$ cat config.mk
export PLATFORM = sky130hd
export DESIGN_NAME = id_stage
export DESIGN_NICKNAME = d
export VERILOG_FILES = /design/src/hw/rv_decode_pkg.sv /design/src/hw/ds_pipe_ctrl.sv /design/src/hw/inst_decoder.sv /design/src/hw/gpr_file.sv /design/src/hw/branch_unit.sv /design/src/hw/id_stage.sv
export SDC_FILE = /design/constraint.sdc
export NUM_CORES = 2
export LEC_CHECK = 0
export BUFFER_PORTS_ARGS = -buffer_cell sky130_fd_sc_hd__buf_2
export CAP_MARGIN = 20
export CORE_ASPECT_RATIO = 0.9
export CORE_UTILIZATION = 45
export DETAILED_ROUTE_END_ITERATION = 16
export PLACE_DENSITY = 0.62
export SETUP_SLACK_MARGIN = 0.3
export SLEW_MARGIN = 20
export SYNTH_ARGS = -nofsm -noshare
export SYNTH_HDL_FRONTEND = slang
export SYNTH_SLANG_ARGS = --single-unit
$ cat constraint.sdc
create_clock -name i_clk -period 15.3 [get_ports i_clk]
set_input_delay 2.295 -clock i_clk [delete_from_list [all_inputs] [get_ports i_clk]]
set_output_delay 2.295 -clock i_clk [all_outputs]
set_load 0.05 [all_outputs]
$ cat src/hw/rv_decode_pkg.sv
// shared RV64 decode widths and encodings; enum values are internal to the pipeline and not ISA fields
package rv_decode_pkg;

  localparam int XLEN        = 64;
  localparam int INST_WD     = 32;
  localparam int GPR_ADDR_WD = 5;

  typedef logic [GPR_ADDR_WD-1:0] gpr_addr_t;
  typedef logic [XLEN-1:0]        xdata_t;
  typedef logic [INST_WD-1:0]     inst_t;

  // major opcodes of the decoded subset
  localparam logic [6:0] OPC_LUI       = 7'b0110111;
  localparam logic [6:0] OPC_AUIPC     = 7'b0010111;
  localparam logic [6:0] OPC_JAL       = 7'b1101111;
  localparam logic [6:0] OPC_JALR      = 7'b1100111;
  localparam logic [6:0] OPC_BRANCH    = 7'b1100011;
  localparam logic [6:0] OPC_LOAD      = 7'b0000011;
  localparam logic [6:0] OPC_STORE     = 7'b0100011;
  localparam logic [6:0] OPC_OP_IMM    = 7'b0010011;
  localparam logic [6:0] OPC_OP        = 7'b0110011;
  localparam logic [6:0] OPC_OP_IMM_32 = 7'b0011011;
  localparam logic [6:0] OPC_OP_32     = 7'b0111011;

  typedef enum logic [4:0] {
    ALU_ADD,
    ALU_SUB,
    ALU_SLL,
    ALU_SLT,
    ALU_SLTU,
    ALU_XOR,
    ALU_SRL,
    ALU_SRA,
    ALU_OR,
    ALU_AND,
    ALU_LUI_PASS   // operand 2 straight through
  } alu_op_t;

  typedef enum logic {SRC1_RS1, SRC1_PC} src1_sel_t;

  typedef enum logic [1:0] {SRC2_RS2, SRC2_IMM, SRC2_FOUR} src2_sel_t;

  typedef logic [2:0] mem_op_t;    // load/store funct3
  typedef logic [2:0] br_func_t;   // branch funct3

  localparam br_func_t BR_BEQ  = 3'b000;
  localparam br_func_t BR_BNE  = 3'b001;
  localparam br_func_t BR_BLT  = 3'b100;
  localparam br_func_t BR_BGE  = 3'b101;
  localparam br_func_t BR_BLTU = 3'b110;
  localparam br_func_t BR_BGEU = 3'b111;

endpackage

$ cat src/hw/ds_pipe_ctrl.sv
// one-entry decode stage register; hazard check uses raw rs fields, so unused fields may hold
`timescale 1ns/1ns

module ds_pipe_ctrl (
  input  logic                      i_clk,
  input  logic                      i_rst_n,
  input  logic                      i_fs_to_ds_valid,
  input  rv_decode_pkg::inst_t      i_fs_inst,
  input  rv_decode_pkg::xdata_t     i_fs_pc,
  input  logic                      i_es_allowin,
  input  logic                      i_br_stall,
  input  rv_decode_pkg::gpr_addr_t  i_rs1,
  input  rv_decode_pkg::gpr_addr_t  i_rs2,
  input  rv_decode_pkg::gpr_addr_t  i_es_rd,
  input  rv_decode_pkg::gpr_addr_t  i_ms_rd,
  input  rv_decode_pkg::gpr_addr_t  i_ws_rd,
  output logic                      o_ds_allowin,
  output logic                      o_ds_to_es_valid,
  output logic                      o_ds_go,
  output rv_decode_pkg::inst_t      o_ds_inst,
  output rv_decode_pkg::xdata_t     o_ds_pc
);

  logic ds_valid;
  logic ds_ready_go;
  logic raw_hazard;

  // x0 never carries a pending write
  function automatic logic rd_hit(input rv_decode_pkg::gpr_addr_t rd,
                                  input rv_decode_pkg::gpr_addr_t rs1,
                                  input rv_decode_pkg::gpr_addr_t rs2);
    return (rd != '0) && (rd == rs1 || rd == rs2);
  endfunction

  assign raw_hazard = rd_hit(i_es_rd, i_rs1, i_rs2) ||
                      rd_hit(i_ms_rd, i_rs1, i_rs2) ||
                      rd_hit(i_ws_rd, i_rs1, i_rs2);

  assign ds_ready_go      = !raw_hazard;
  assign o_ds_allowin     = !ds_valid || (ds_ready_go && i_es_allowin);
  assign o_ds_to_es_valid = ds_valid && ds_ready_go;
  assign o_ds_go          = o_ds_to_es_valid && i_es_allowin;

  always_ff @(posedge i_clk) begin
    if (!i_rst_n) begin
      ds_valid <= 1'b0;
    end else if (o_ds_allowin) begin
      ds_valid <= i_fs_to_ds_valid && !i_br_stall;  // wrong-path fetch dropped
    end
  end

  // payload only moves with an accepted fetch
  always_ff @(posedge i_clk) begin
    if (i_fs_to_ds_valid && o_ds_allowin) begin
      o_ds_inst <= i_fs_inst;
      o_ds_pc   <= i_fs_pc;
    end
  end

endmodule

$ cat src/hw/inst_decoder.sv
// RV64I subset only; M, A, FENCE and SYSTEM encodings all decode as invalid
`timescale 1ns/1ns

module inst_decoder (
  input  rv_decode_pkg::inst_t      i_inst,
  output rv_decode_pkg::gpr_addr_t  o_rs1,
  output rv_decode_pkg::gpr_addr_t  o_rs2,
  output rv_decode_pkg::gpr_addr_t  o_rd,
  output rv_decode_pkg::xdata_t     o_imm,
  output rv_decode_pkg::alu_op_t    o_alu_op,
  output rv_decode_pkg::src1_sel_t  o_src1_sel,
  output rv_decode_pkg::src2_sel_t  o_src2_sel,
  output logic                      o_word_op,
  output logic                      o_gpr_wen,
  output logic                      o_mem_ren,
  output logic                      o_mem_wen,
  output rv_decode_pkg::mem_op_t    o_mem_op,
  output logic                      o_bren,
  output logic                      o_jal,
  output logic                      o_jalr,
  output rv_decode_pkg::br_func_t   o_br_func,
  output logic                      o_invalid
);

  localparam int XL = rv_decode_pkg::XLEN;

  logic [6:0]             opcode;
  logic [2:0]             funct3;
  logic [6:0]             funct7;
  rv_decode_pkg::xdata_t  imm_i;
  rv_decode_pkg::xdata_t  imm_s;
  rv_decode_pkg::xdata_t  imm_b;
  rv_decode_pkg::xdata_t  imm_u;
  rv_decode_pkg::xdata_t  imm_j;
  rv_decode_pkg::alu_op_t arith_op;
  logic                   f7_ok;
  logic                   shift_ok;
  logic                   invalid;

  assign opcode = i_inst[6:0];
  assign funct3 = i_inst[14:12];
  assign funct7 = i_inst[31:25];

  assign imm_i = {{(XL-12){i_inst[31]}}, i_inst[31:20]};
  assign imm_s = {{(XL-12){i_inst[31]}}, i_inst[31:25], i_inst[11:7]};
  assign imm_b = {{(XL-13){i_inst[31]}}, i_inst[31], i_inst[7], i_inst[30:25],
                  i_inst[11:8], 1'b0};
  assign imm_u = {{(XL-32){i_inst[31]}}, i_inst[31:12], 12'b0};
  assign imm_j = {{(XL-21){i_inst[31]}}, i_inst[31], i_inst[19:12], i_inst[20],
                  i_inst[30:21], 1'b0};

  // base op, or the alternate sub/sra form
  assign f7_ok    = (funct7 == 7'b0000000) ||
                    (funct7 == 7'b0100000 && (funct3 == 3'b000 || funct3 == 3'b101));
  // rv64 shamt is 6 bits wide
  assign shift_ok = (i_inst[31:26] == 6'b000000) ||
                    (i_inst[31:26] == 6'b010000 && funct3 == 3'b101);

  always_comb begin
    case (funct3)
      3'b000:  arith_op = funct7[5] ? rv_decode_pkg::ALU_SUB : rv_decode_pkg::ALU_ADD;
      3'b001:  arith_op = rv_decode_pkg::ALU_SLL;
      3'b010:  arith_op = rv_decode_pkg::ALU_SLT;
      3'b011:  arith_op = rv_decode_pkg::ALU_SLTU;
      3'b100:  arith_op = rv_decode_pkg::ALU_XOR;
      3'b101:  arith_op = funct7[5] ? rv_decode_pkg::ALU_SRA : rv_decode_pkg::ALU_SRL;
      3'b110:  arith_op = rv_decode_pkg::ALU_OR;
      default: arith_op = rv_decode_pkg::ALU_AND;
    endcase
  end

  always_comb begin
    o_imm      = imm_i;
    o_alu_op   = rv_decode_pkg::ALU_ADD;
    o_src1_sel = rv_decode_pkg::SRC1_RS1;
    o_src2_sel = rv_decode_pkg::SRC2_IMM;
    o_word_op  = 1'b0;
    o_gpr_wen  = 1'b0;
    o_mem_ren  = 1'b0;
    o_mem_wen  = 1'b0;
    o_bren     = 1'b0;
    o_jal      = 1'b0;
    o_jalr     = 1'b0;
    invalid    = 1'b0;
    case (opcode)
      rv_decode_pkg::OPC_LUI: begin
        o_imm     = imm_u;
        o_alu_op  = rv_decode_pkg::ALU_LUI_PASS;
        o_gpr_wen = 1'b1;
      end
      rv_decode_pkg::OPC_AUIPC: begin
        o_imm      = imm_u;
        o_src1_sel = rv_decode_pkg::SRC1_PC;
        o_gpr_wen  = 1'b1;
      end
      rv_decode_pkg::OPC_JAL, rv_decode_pkg::OPC_JALR: begin
        o_imm      = (opcode == rv_decode_pkg::OPC_JAL) ? imm_j : imm_i;
        o_src1_sel = rv_decode_pkg::SRC1_PC;     // link = pc + 4
        o_src2_sel = rv_decode_pkg::SRC2_FOUR;
        o_gpr_wen  = 1'b1;
        o_jal      = (opcode == rv_decode_pkg::OPC_JAL);
        o_jalr     = (opcode == rv_decode_pkg::OPC_JALR);
        invalid    = o_jalr && (funct3 != 3'b000);
      end
      rv_decode_pkg::OPC_BRANCH: begin
        o_imm   = imm_b;
        o_bren  = 1'b1;
        invalid = (funct3 == 3'b010 || funct3 == 3'b011);
      end
      rv_decode_pkg::OPC_LOAD: begin
        o_mem_ren = 1'b1;
        o_gpr_wen = 1'b1;
        invalid   = (funct3 == 3'b111);
      end
      rv_decode_pkg::OPC_STORE: begin
        o_imm     = imm_s;
        o_mem_wen = 1'b1;
        invalid   = funct3[2];
      end
      rv_decode_pkg::OPC_OP_IMM: begin
        o_gpr_wen = 1'b1;
        if (funct3 != 3'b000) begin
          o_alu_op = arith_op;   // addi ignores bit 30
        end
        invalid = (funct3 == 3'b001 || funct3 == 3'b101) && !shift_ok;
      end
      rv_decode_pkg::OPC_OP_IMM_32: begin
        o_word_op = 1'b1;
        o_gpr_wen = 1'b1;
        if (funct3 == 3'b001 || funct3 == 3'b101) begin
          o_alu_op = arith_op;
          invalid  = !f7_ok;
        end else if (funct3 != 3'b000) begin
          invalid = 1'b1;
        end
      end
      rv_decode_pkg::OPC_OP, rv_decode_pkg::OPC_OP_32: begin
        o_alu_op   = arith_op;
        o_src2_sel = rv_decode_pkg::SRC2_RS2;
        o_gpr_wen  = 1'b1;
        o_word_op  = (opcode == rv_decode_pkg::OPC_OP_32);
        invalid    = !f7_ok ||
                     (o_word_op && !(funct3 == 3'b000 || funct3 == 3'b001 || funct3 == 3'b101));
      end
      default: invalid = 1'b1;
    endcase
    // nothing side-effecting leaves an invalid instruction
    if (invalid) begin
      o_gpr_wen = 1'b0;
      o_mem_ren = 1'b0;
      o_mem_wen = 1'b0;
      o_bren    = 1'b0;
      o_jal     = 1'b0;
      o_jalr    = 1'b0;
    end
  end

  assign o_rs1     = i_inst[19:15];
  assign o_rs2     = i_inst[24:20];
  assign o_rd      = o_gpr_wen ? i_inst[11:7] : '0;  // zero for branch and store
  assign o_mem_op  = funct3;
  assign o_br_func = funct3;
  assign o_invalid = invalid;

endmodule

$ cat src/hw/gpr_file.sv
// 31 stored entries, x0 hardwired; write and read of one register in a cycle return the old value
`timescale 1ns/1ns

module gpr_file #(
  parameter bit GPR_RESET_ZERO = 1'b0
) (
  input  logic                      i_clk,
  input  logic                      i_rst_n,
  input  rv_decode_pkg::gpr_addr_t  i_raddr1,
  input  rv_decode_pkg::gpr_addr_t  i_raddr2,
  input  logic                      i_wen,
  input  rv_decode_pkg::gpr_addr_t  i_waddr,
  input  rv_decode_pkg::xdata_t     i_wdata,
  output rv_decode_pkg::xdata_t     o_rdata1,
  output rv_decode_pkg::xdata_t     o_rdata2
);

  localparam int NREGS = 1 << rv_decode_pkg::GPR_ADDR_WD;

  rv_decode_pkg::xdata_t regs [1:NREGS-1];

  always_ff @(posedge i_clk) begin
    if (GPR_RESET_ZERO && !i_rst_n) begin
      for (int i = 1; i < NREGS; i++) begin
        regs[i] <= '0;
      end
    end else if (i_wen && i_waddr != '0) begin  // x0 writes dropped
      regs[i_waddr] <= i_wdata;
    end
  end

  assign o_rdata1 = (i_raddr1 == '0) ? '0 : regs[i_raddr1];
  assign o_rdata2 = (i_raddr2 == '0) ? '0 : regs[i_raddr2];

endmodule

$ cat src/hw/branch_unit.sv
// redirect outputs mean something only while i_go is high; target is not checked for alignment
`timescale 1ns/1ns

module branch_unit (
  input  logic                     i_go,
  input  rv_decode_pkg::xdata_t    i_pc,
  input  rv_decode_pkg::xdata_t    i_fs_pc,
  input  rv_decode_pkg::xdata_t    i_rs1_data,
  input  rv_decode_pkg::xdata_t    i_rs2_data,
  input  rv_decode_pkg::xdata_t    i_imm,
  input  logic                     i_bren,
  input  logic                     i_jal,
  input  logic                     i_jalr,
  input  rv_decode_pkg::br_func_t  i_br_func,
  output logic                     o_br_taken,
  output rv_decode_pkg::xdata_t    o_br_target,
  output logic                     o_br_stall
);

  logic                  eq;
  logic                  lt;
  logic                  ltu;
  logic                  cond;
  rv_decode_pkg::xdata_t jalr_sum;

  assign eq  = (i_rs1_data == i_rs2_data);
  assign lt  = ($signed(i_rs1_data) < $signed(i_rs2_data));
  assign ltu = (i_rs1_data < i_rs2_data);

  always_comb begin
    case (i_br_func)
      rv_decode_pkg::BR_BEQ:  cond = eq;
      rv_decode_pkg::BR_BNE:  cond = !eq;
      rv_decode_pkg::BR_BLT:  cond = lt;
      rv_decode_pkg::BR_BGE:  cond = !lt;
      rv_decode_pkg::BR_BLTU: cond = ltu;
      rv_decode_pkg::BR_BGEU: cond = !ltu;
      default:                cond = 1'b0;
    endcase
  end

  assign jalr_sum = i_rs1_data + i_imm;

  assign o_br_target = i_jalr ? {jalr_sum[rv_decode_pkg::XLEN-1:1], 1'b0} : i_pc + i_imm;
  assign o_br_taken  = i_go && (i_jal || i_jalr || (i_bren && cond));
  // fetch already on the right path needs no flush
  assign o_br_stall  = o_br_taken && (o_br_target != i_fs_pc);

endmodule

$ cat src/hw/id_stage.sv
// RV64 decode stage without CSR, trap or debug support; operands and controls valid with o_ds_to_es_valid
`timescale 1ns/1ns

module id_stage #(
  parameter bit GPR_RESET_ZERO = 1'b0
) (
  input  logic                      i_clk,
  input  logic                      i_rst_n,
  input  logic                      i_fs_to_ds_valid,
  input  rv_decode_pkg::inst_t      i_fs_inst,
  input  rv_decode_pkg::xdata_t     i_fs_pc,
  input  logic                      i_es_allowin,
  input  rv_decode_pkg::gpr_addr_t  i_es_rd,
  input  rv_decode_pkg::gpr_addr_t  i_ms_rd,
  input  rv_decode_pkg::gpr_addr_t  i_ws_rd,
  input  logic                      i_rf_wen,
  input  rv_decode_pkg::gpr_addr_t  i_rf_waddr,
  input  rv_decode_pkg::xdata_t     i_rf_wdata,
  output logic                      o_ds_allowin,
  output logic                      o_ds_to_es_valid,
  output rv_decode_pkg::xdata_t     o_rs1_data,
  output rv_decode_pkg::xdata_t     o_rs2_data,
  output rv_decode_pkg::xdata_t     o_imm,
  output rv_decode_pkg::xdata_t     o_pc,
  output rv_decode_pkg::alu_op_t    o_alu_op,
  output rv_decode_pkg::src1_sel_t  o_src1_sel,
  output rv_decode_pkg::src2_sel_t  o_src2_sel,
  output logic                      o_word_op,
  output rv_decode_pkg::gpr_addr_t  o_rd,
  output logic                      o_gpr_wen,
  output logic                      o_mem_ren,
  output logic                      o_mem_wen,
  output rv_decode_pkg::mem_op_t    o_mem_op,
  output logic                      o_invalid,
  output logic                      o_br_taken,
  output rv_decode_pkg::xdata_t     o_br_target,
  output logic                      o_br_stall
);

  logic                      ds_go;
  rv_decode_pkg::inst_t      ds_inst;
  rv_decode_pkg::gpr_addr_t  rs1;
  rv_decode_pkg::gpr_addr_t  rs2;
  logic                      bren;
  logic                      jal;
  logic                      jalr;
  rv_decode_pkg::br_func_t   br_func;

  ds_pipe_ctrl u_ctrl (
    .i_clk            (i_clk),
    .i_rst_n          (i_rst_n),
    .i_fs_to_ds_valid (i_fs_to_ds_valid),
    .i_fs_inst        (i_fs_inst),
    .i_fs_pc          (i_fs_pc),
    .i_es_allowin     (i_es_allowin),
    .i_br_stall       (o_br_stall),
    .i_rs1            (rs1),
    .i_rs2            (rs2),
    .i_es_rd          (i_es_rd),
    .i_ms_rd          (i_ms_rd),
    .i_ws_rd          (i_ws_rd),
    .o_ds_allowin     (o_ds_allowin),
    .o_ds_to_es_valid (o_ds_to_es_valid),
    .o_ds_go          (ds_go),
    .o_ds_inst        (ds_inst),
    .o_ds_pc          (o_pc)
  );

  inst_decoder u_dec (
    .i_inst     (ds_inst),
    .o_rs1      (rs1),
    .o_rs2      (rs2),
    .o_rd       (o_rd),
    .o_imm      (o_imm),
    .o_alu_op   (o_alu_op),
    .o_src1_sel (o_src1_sel),
    .o_src2_sel (o_src2_sel),
    .o_word_op  (o_word_op),
    .o_gpr_wen  (o_gpr_wen),
    .o_mem_ren  (o_mem_ren),
    .o_mem_wen  (o_mem_wen),
    .o_mem_op   (o_mem_op),
    .o_bren     (bren),
    .o_jal      (jal),
    .o_jalr     (jalr),
    .o_br_func  (br_func),
    .o_invalid  (o_invalid)
  );

  gpr_file #(
    .GPR_RESET_ZERO (GPR_RESET_ZERO)
  ) u_gpr (
    .i_clk    (i_clk),
    .i_rst_n  (i_rst_n),
    .i_raddr1 (rs1),
    .i_raddr2 (rs2),
    .i_wen    (i_rf_wen),
    .i_waddr  (i_rf_waddr),
    .i_wdata  (i_rf_wdata),
    .o_rdata1 (o_rs1_data),
    .o_rdata2 (o_rs2_data)
  );

  branch_unit u_bru (
    .i_go        (ds_go),
    .i_pc        (o_pc),
    .i_fs_pc     (i_fs_pc),
    .i_rs1_data  (o_rs1_data),
    .i_rs2_data  (o_rs2_data),
    .i_imm       (o_imm),
    .i_bren      (bren),
    .i_jal       (jal),
    .i_jalr      (jalr),
    .i_br_func   (br_func),
    .o_br_taken  (o_br_taken),
    .o_br_target (o_br_target),
    .o_br_stall  (o_br_stall)
  );

endmodule

==> summary.txt <==
Setup path
  – R2R depth: 21
  – Top fanout value on the critical path: ~60
  – Crit. End Element: output pin
  – Startpoint Class: flip-flop
  – Most frequent CP cell: buf_4
  – Slowest-stage cell, CP: dfxtp_4
  – Critical Path RT: between 10000 and 15000 ps
  – Kind of critical path: reg -> out
  – Delay of the slowest cell on the worst path: a little over 1000 ps
  – CP Cell Sequence: buf_4, buf_4, buf_4, mux4_2, mux4_2, mux2i_1, nor2_1, ha_1, a21oi_1, o22ai_1, o311ai_0, a311oi_1, a31oi_1, o311ai_0, nand3b_1, nor4_1, o2111ai_1, nor4_1, and4b_1, nand4_1, and2_1, buf_2
  – Arrival @ worst endpoint: roughly 10000 ps

Drt
  – Iter 0 DRT Violations: about 10000
  – Met3 wire len: ~51 mm
  – DRC: 0
  – First-pass DRT Iterations: 6
  – DR WL/cell: 38.1 um
  – Vias per inst: 6.86
  – Routed WL: 406 mm
  – DR WL met2: between 150 and 200 mm
  – Post-route ant nets: 0
  – Via Count: approximately 73000
  – Met1 WL: 154 mm
  – Max layer used: met5

Global route
  – Largest net degree at the start of global routing: 130
  – Grt total ovfl: 0
  – Initial antenna violation count: between 50 and 60
  – Overall Global Routing Usage: 0.325
  – Vias in the first global route: 70755
  – First-pass GRT wire length: roughly 560 mm

Yosys
  – Post-Syn Area: ~110000 um^2
  – Synth Warn #: 0
  – Syn Area/Cell: about 16 um^2
  – Synth Instances: around 7000
  – Synth Flop Type: edfxtp_1
  – Post-synthesis register bit count: between 2000 and 2500
  – Post-synthesis sequential area ratio: 0.568
  – Syn nets: 7201
  – Number of flops mapped to enable cells by yosys: around 2100
  – Synth unique cells: 94
  – FFs w/ async S/R, synth: 0

Floorplanning
  – Chip Width: 524 um
  – # IOs: 530
  – Row count: around 170
  – Die area: ~250000 um^2
  – Die height: approximately 470 um
  – Initial core utilization: 0.452
  – Core area: about 240000 um^2

Cells and area
  – Final core occ: 0.508
  – Final instance area: between 100000 and 150000 um^2
  – Synth-to-layout area growth: 12.2%
  – Non-filler cells, final: ~11000
  – Layout cell share with drive strength beyond 1: 0.303
  – Nets: around 7600

Place
  – DP Cell Count: roughly 10000
  – # port buffers: about 530
  – Final GP Congestion: approximately 0.97
  – DP Wirelength: between 200 and 300 mm
  – Dpl cell area: 117000 um^2

CTS
  – Number of CTS-inserted buffers: between 200 and 250
  – H-tree lvl count: 4
  – Clock root cell: clkbuf_16
  – Clock sink count: between 2000 and 2500
  – Skew-Pair Late Insertion Delay: slightly above 900 ps
  – Post-CTS Setup Inserts: 0
  – Hold-fix buffers, CTS: 0
  – Clock slew at reported path FFs: ~60 ps
  – CTS tree: done
  – Post-CTS resize count: 0
  – Bufs on Longest Clock Path: 4

Power and ir drop
  – Maximum vdd drop: 122 uV
  – Power, Total: approximately 0.016 W
  – Lkg Pwr: between 40 and 50 nW
  – P per Cell Area: ~130 nW/um^2

Timing
  – Sum of negative setup slack: 0 ps
  – Clock skew: between 50 and 60 ps
  – Worst-Margin Slew: around 1200 ps
  – RSZ-0062 raised after global routing: false
  – Minimum clock period: approximately 13000 ps
  – Max-Slew Margin vs Limit: 0.184
  – Final hold violations: 0
  – FMAX: 0.0795 GHz
  – Final Setup Violations: 0
  – Period utilisation layout: 0.822
  – Final Max Tran Viols: 0

Outcome
  – Outcome: complete, no violations

Hold path
  – WHS Path Cells: 2
  – HP Class: reg -> reg

Run
  – MaxCap Viol Count: 0
worst paths after layout:
| path | slack, ps | endpoint | start |
|---|---|---|---|
| worst max-delay path | 2730 | o_br_stall | flip-flop |
| worst max register to register | 6060 | u_ctrl.ds_valid$_SDFFE_PN0N_ | flip-flop |
| worst min-delay path | 700 | u_ctrl.ds_valid$_SDFFE_PN0N_ | u_ctrl.ds_valid$_SDFFE_PN0N_ |
| worst min register to register | 700 | u_ctrl.ds_valid$_SDFFE_PN0N_ | u_ctrl.ds_valid$_SDFFE_PN0N_ |
Yosys cell counts (38+ instances only):
library cell / count / area share
a21o_1: 153 / 0.010
a21oi_1: 368 / 0.017
buf_1: 126 / 0.0043
buf_4: 38 / 0.0026
clkbuf_1: 335 / 0.011
edfxtp_1: 2080 / 0.57
ha_1: 189 / 0.021
inv_1: 116 / 0.0039
mux2i_1: 227 / 0.021
mux4_2: 1147 / 0.23
nand2_1: 342 / 0.012
nand2b_1: 92 / 0.0052
nand3_1: 70 / 0.0032
nand4_1: 89 / 0.0050
nor2_1: 431 / 0.015
nor3_1: 76 / 0.0034
o21ai_0: 188 / 0.0085
xnor2_1: 117 / 0.0093
xor2_1: 68 / 0.0054
stage by stage:
| stage | hold slack (ps) | setup WS, ps |
|---|---|---|
| after floorplan | 661 | 5490 |
| after global placement | 660 | 3790 |
| after detailed placement | 670 | 3850 |
| after CTS | 695 | 2860 |
| after global routing | 709 | 2380 |
| final | 696 | 2730 |
cell families after synthesis:
family,after synthesis,share of synthesized area
AO/OA/AOI/OAI,1043,0.0599
XOR/XNOR,189,0.0155
adder cells (fa/ha/maj),191,0.0218
buffers and inverters,624,0.0230
flip-flops,2091,0.568
multiplexers,1378,0.255
other,1,0.0000340
AND/OR/NAND/NOR,1308,0.0563
state kept, by name (all words and copies together), names as in the netlist, named ones only:
name	count
u_ctrl.ds_valid	1
u_ctrl.o_ds_inst	32
u_ctrl.o_ds_pc	64
u_gpr.regs	1984
cell usage in the layout (no fill, tap or decap), drive strengths merged, types with 17 or more instances in the layout:
| cell type | count |
|---|---|
| a21o | 153 |
| nor4 | 23 |
| a31oi | 30 |
| o21bai | 18 |
| a211oi | 29 |
| edfxtp | 2080 |
| a21oi | 369 |
| mux2i | 227 |
| inv | 122 |
| xnor2 | 117 |
| nand3 | 72 |
| ha | 189 |
| or3 | 20 |
| nand2b | 92 |
| and2 | 28 |
| nand3b | 17 |
| nand2 | 342 |
| xor2 | 68 |
| nor2b | 33 |
| buf | 702 |
| o211ai | 38 |
| nand4 | 89 |
| nor2 | 431 |
| clkbuf | 266 |
| mux4 | 1147 |
| o21a | 22 |
| nor3 | 76 |
| o22ai | 17 |
| and3 | 19 |
| bufinv | 19 |
| diode | 44 |
| o21ai | 192 |
| clkinv | 93 |
final cells by class:
cell class	count	area [um^2]
fillers	20103	120000
flip-flops and latches	2091	62700
multi-input cells	4110	45300
clock buffers	266	5720
repair buffers	702	4280
well taps	3219	4030
clock inverters	124	1100
inverters	117	454
diodes	44	110
critical path: cells and delay by family (launching register included):
family / cells / cell delay, ps
fa+ha+maj: 1 / 560
simple gates: 7 / 2300
flops: 1 / 1020
compound gates: 7 / 2100
buf+inv: 4 / 2150
mux: 3 / 1120
metal layers:
layer  up-vias  global-route usage
met4        44               0.144
met3       769              0.0879
met2      5090               0.483
met1     38326               0.448
li1      29039                   -
met5         -                   0
power by group:
group	total, W	switching [W]	internal (W)
sequential	0.00650	0.000104	0.00639
combinational	0.00462	0.00307	0.00154
clock	0.00523	0.00227	0.00296
(Power assumes the default switching activity.)
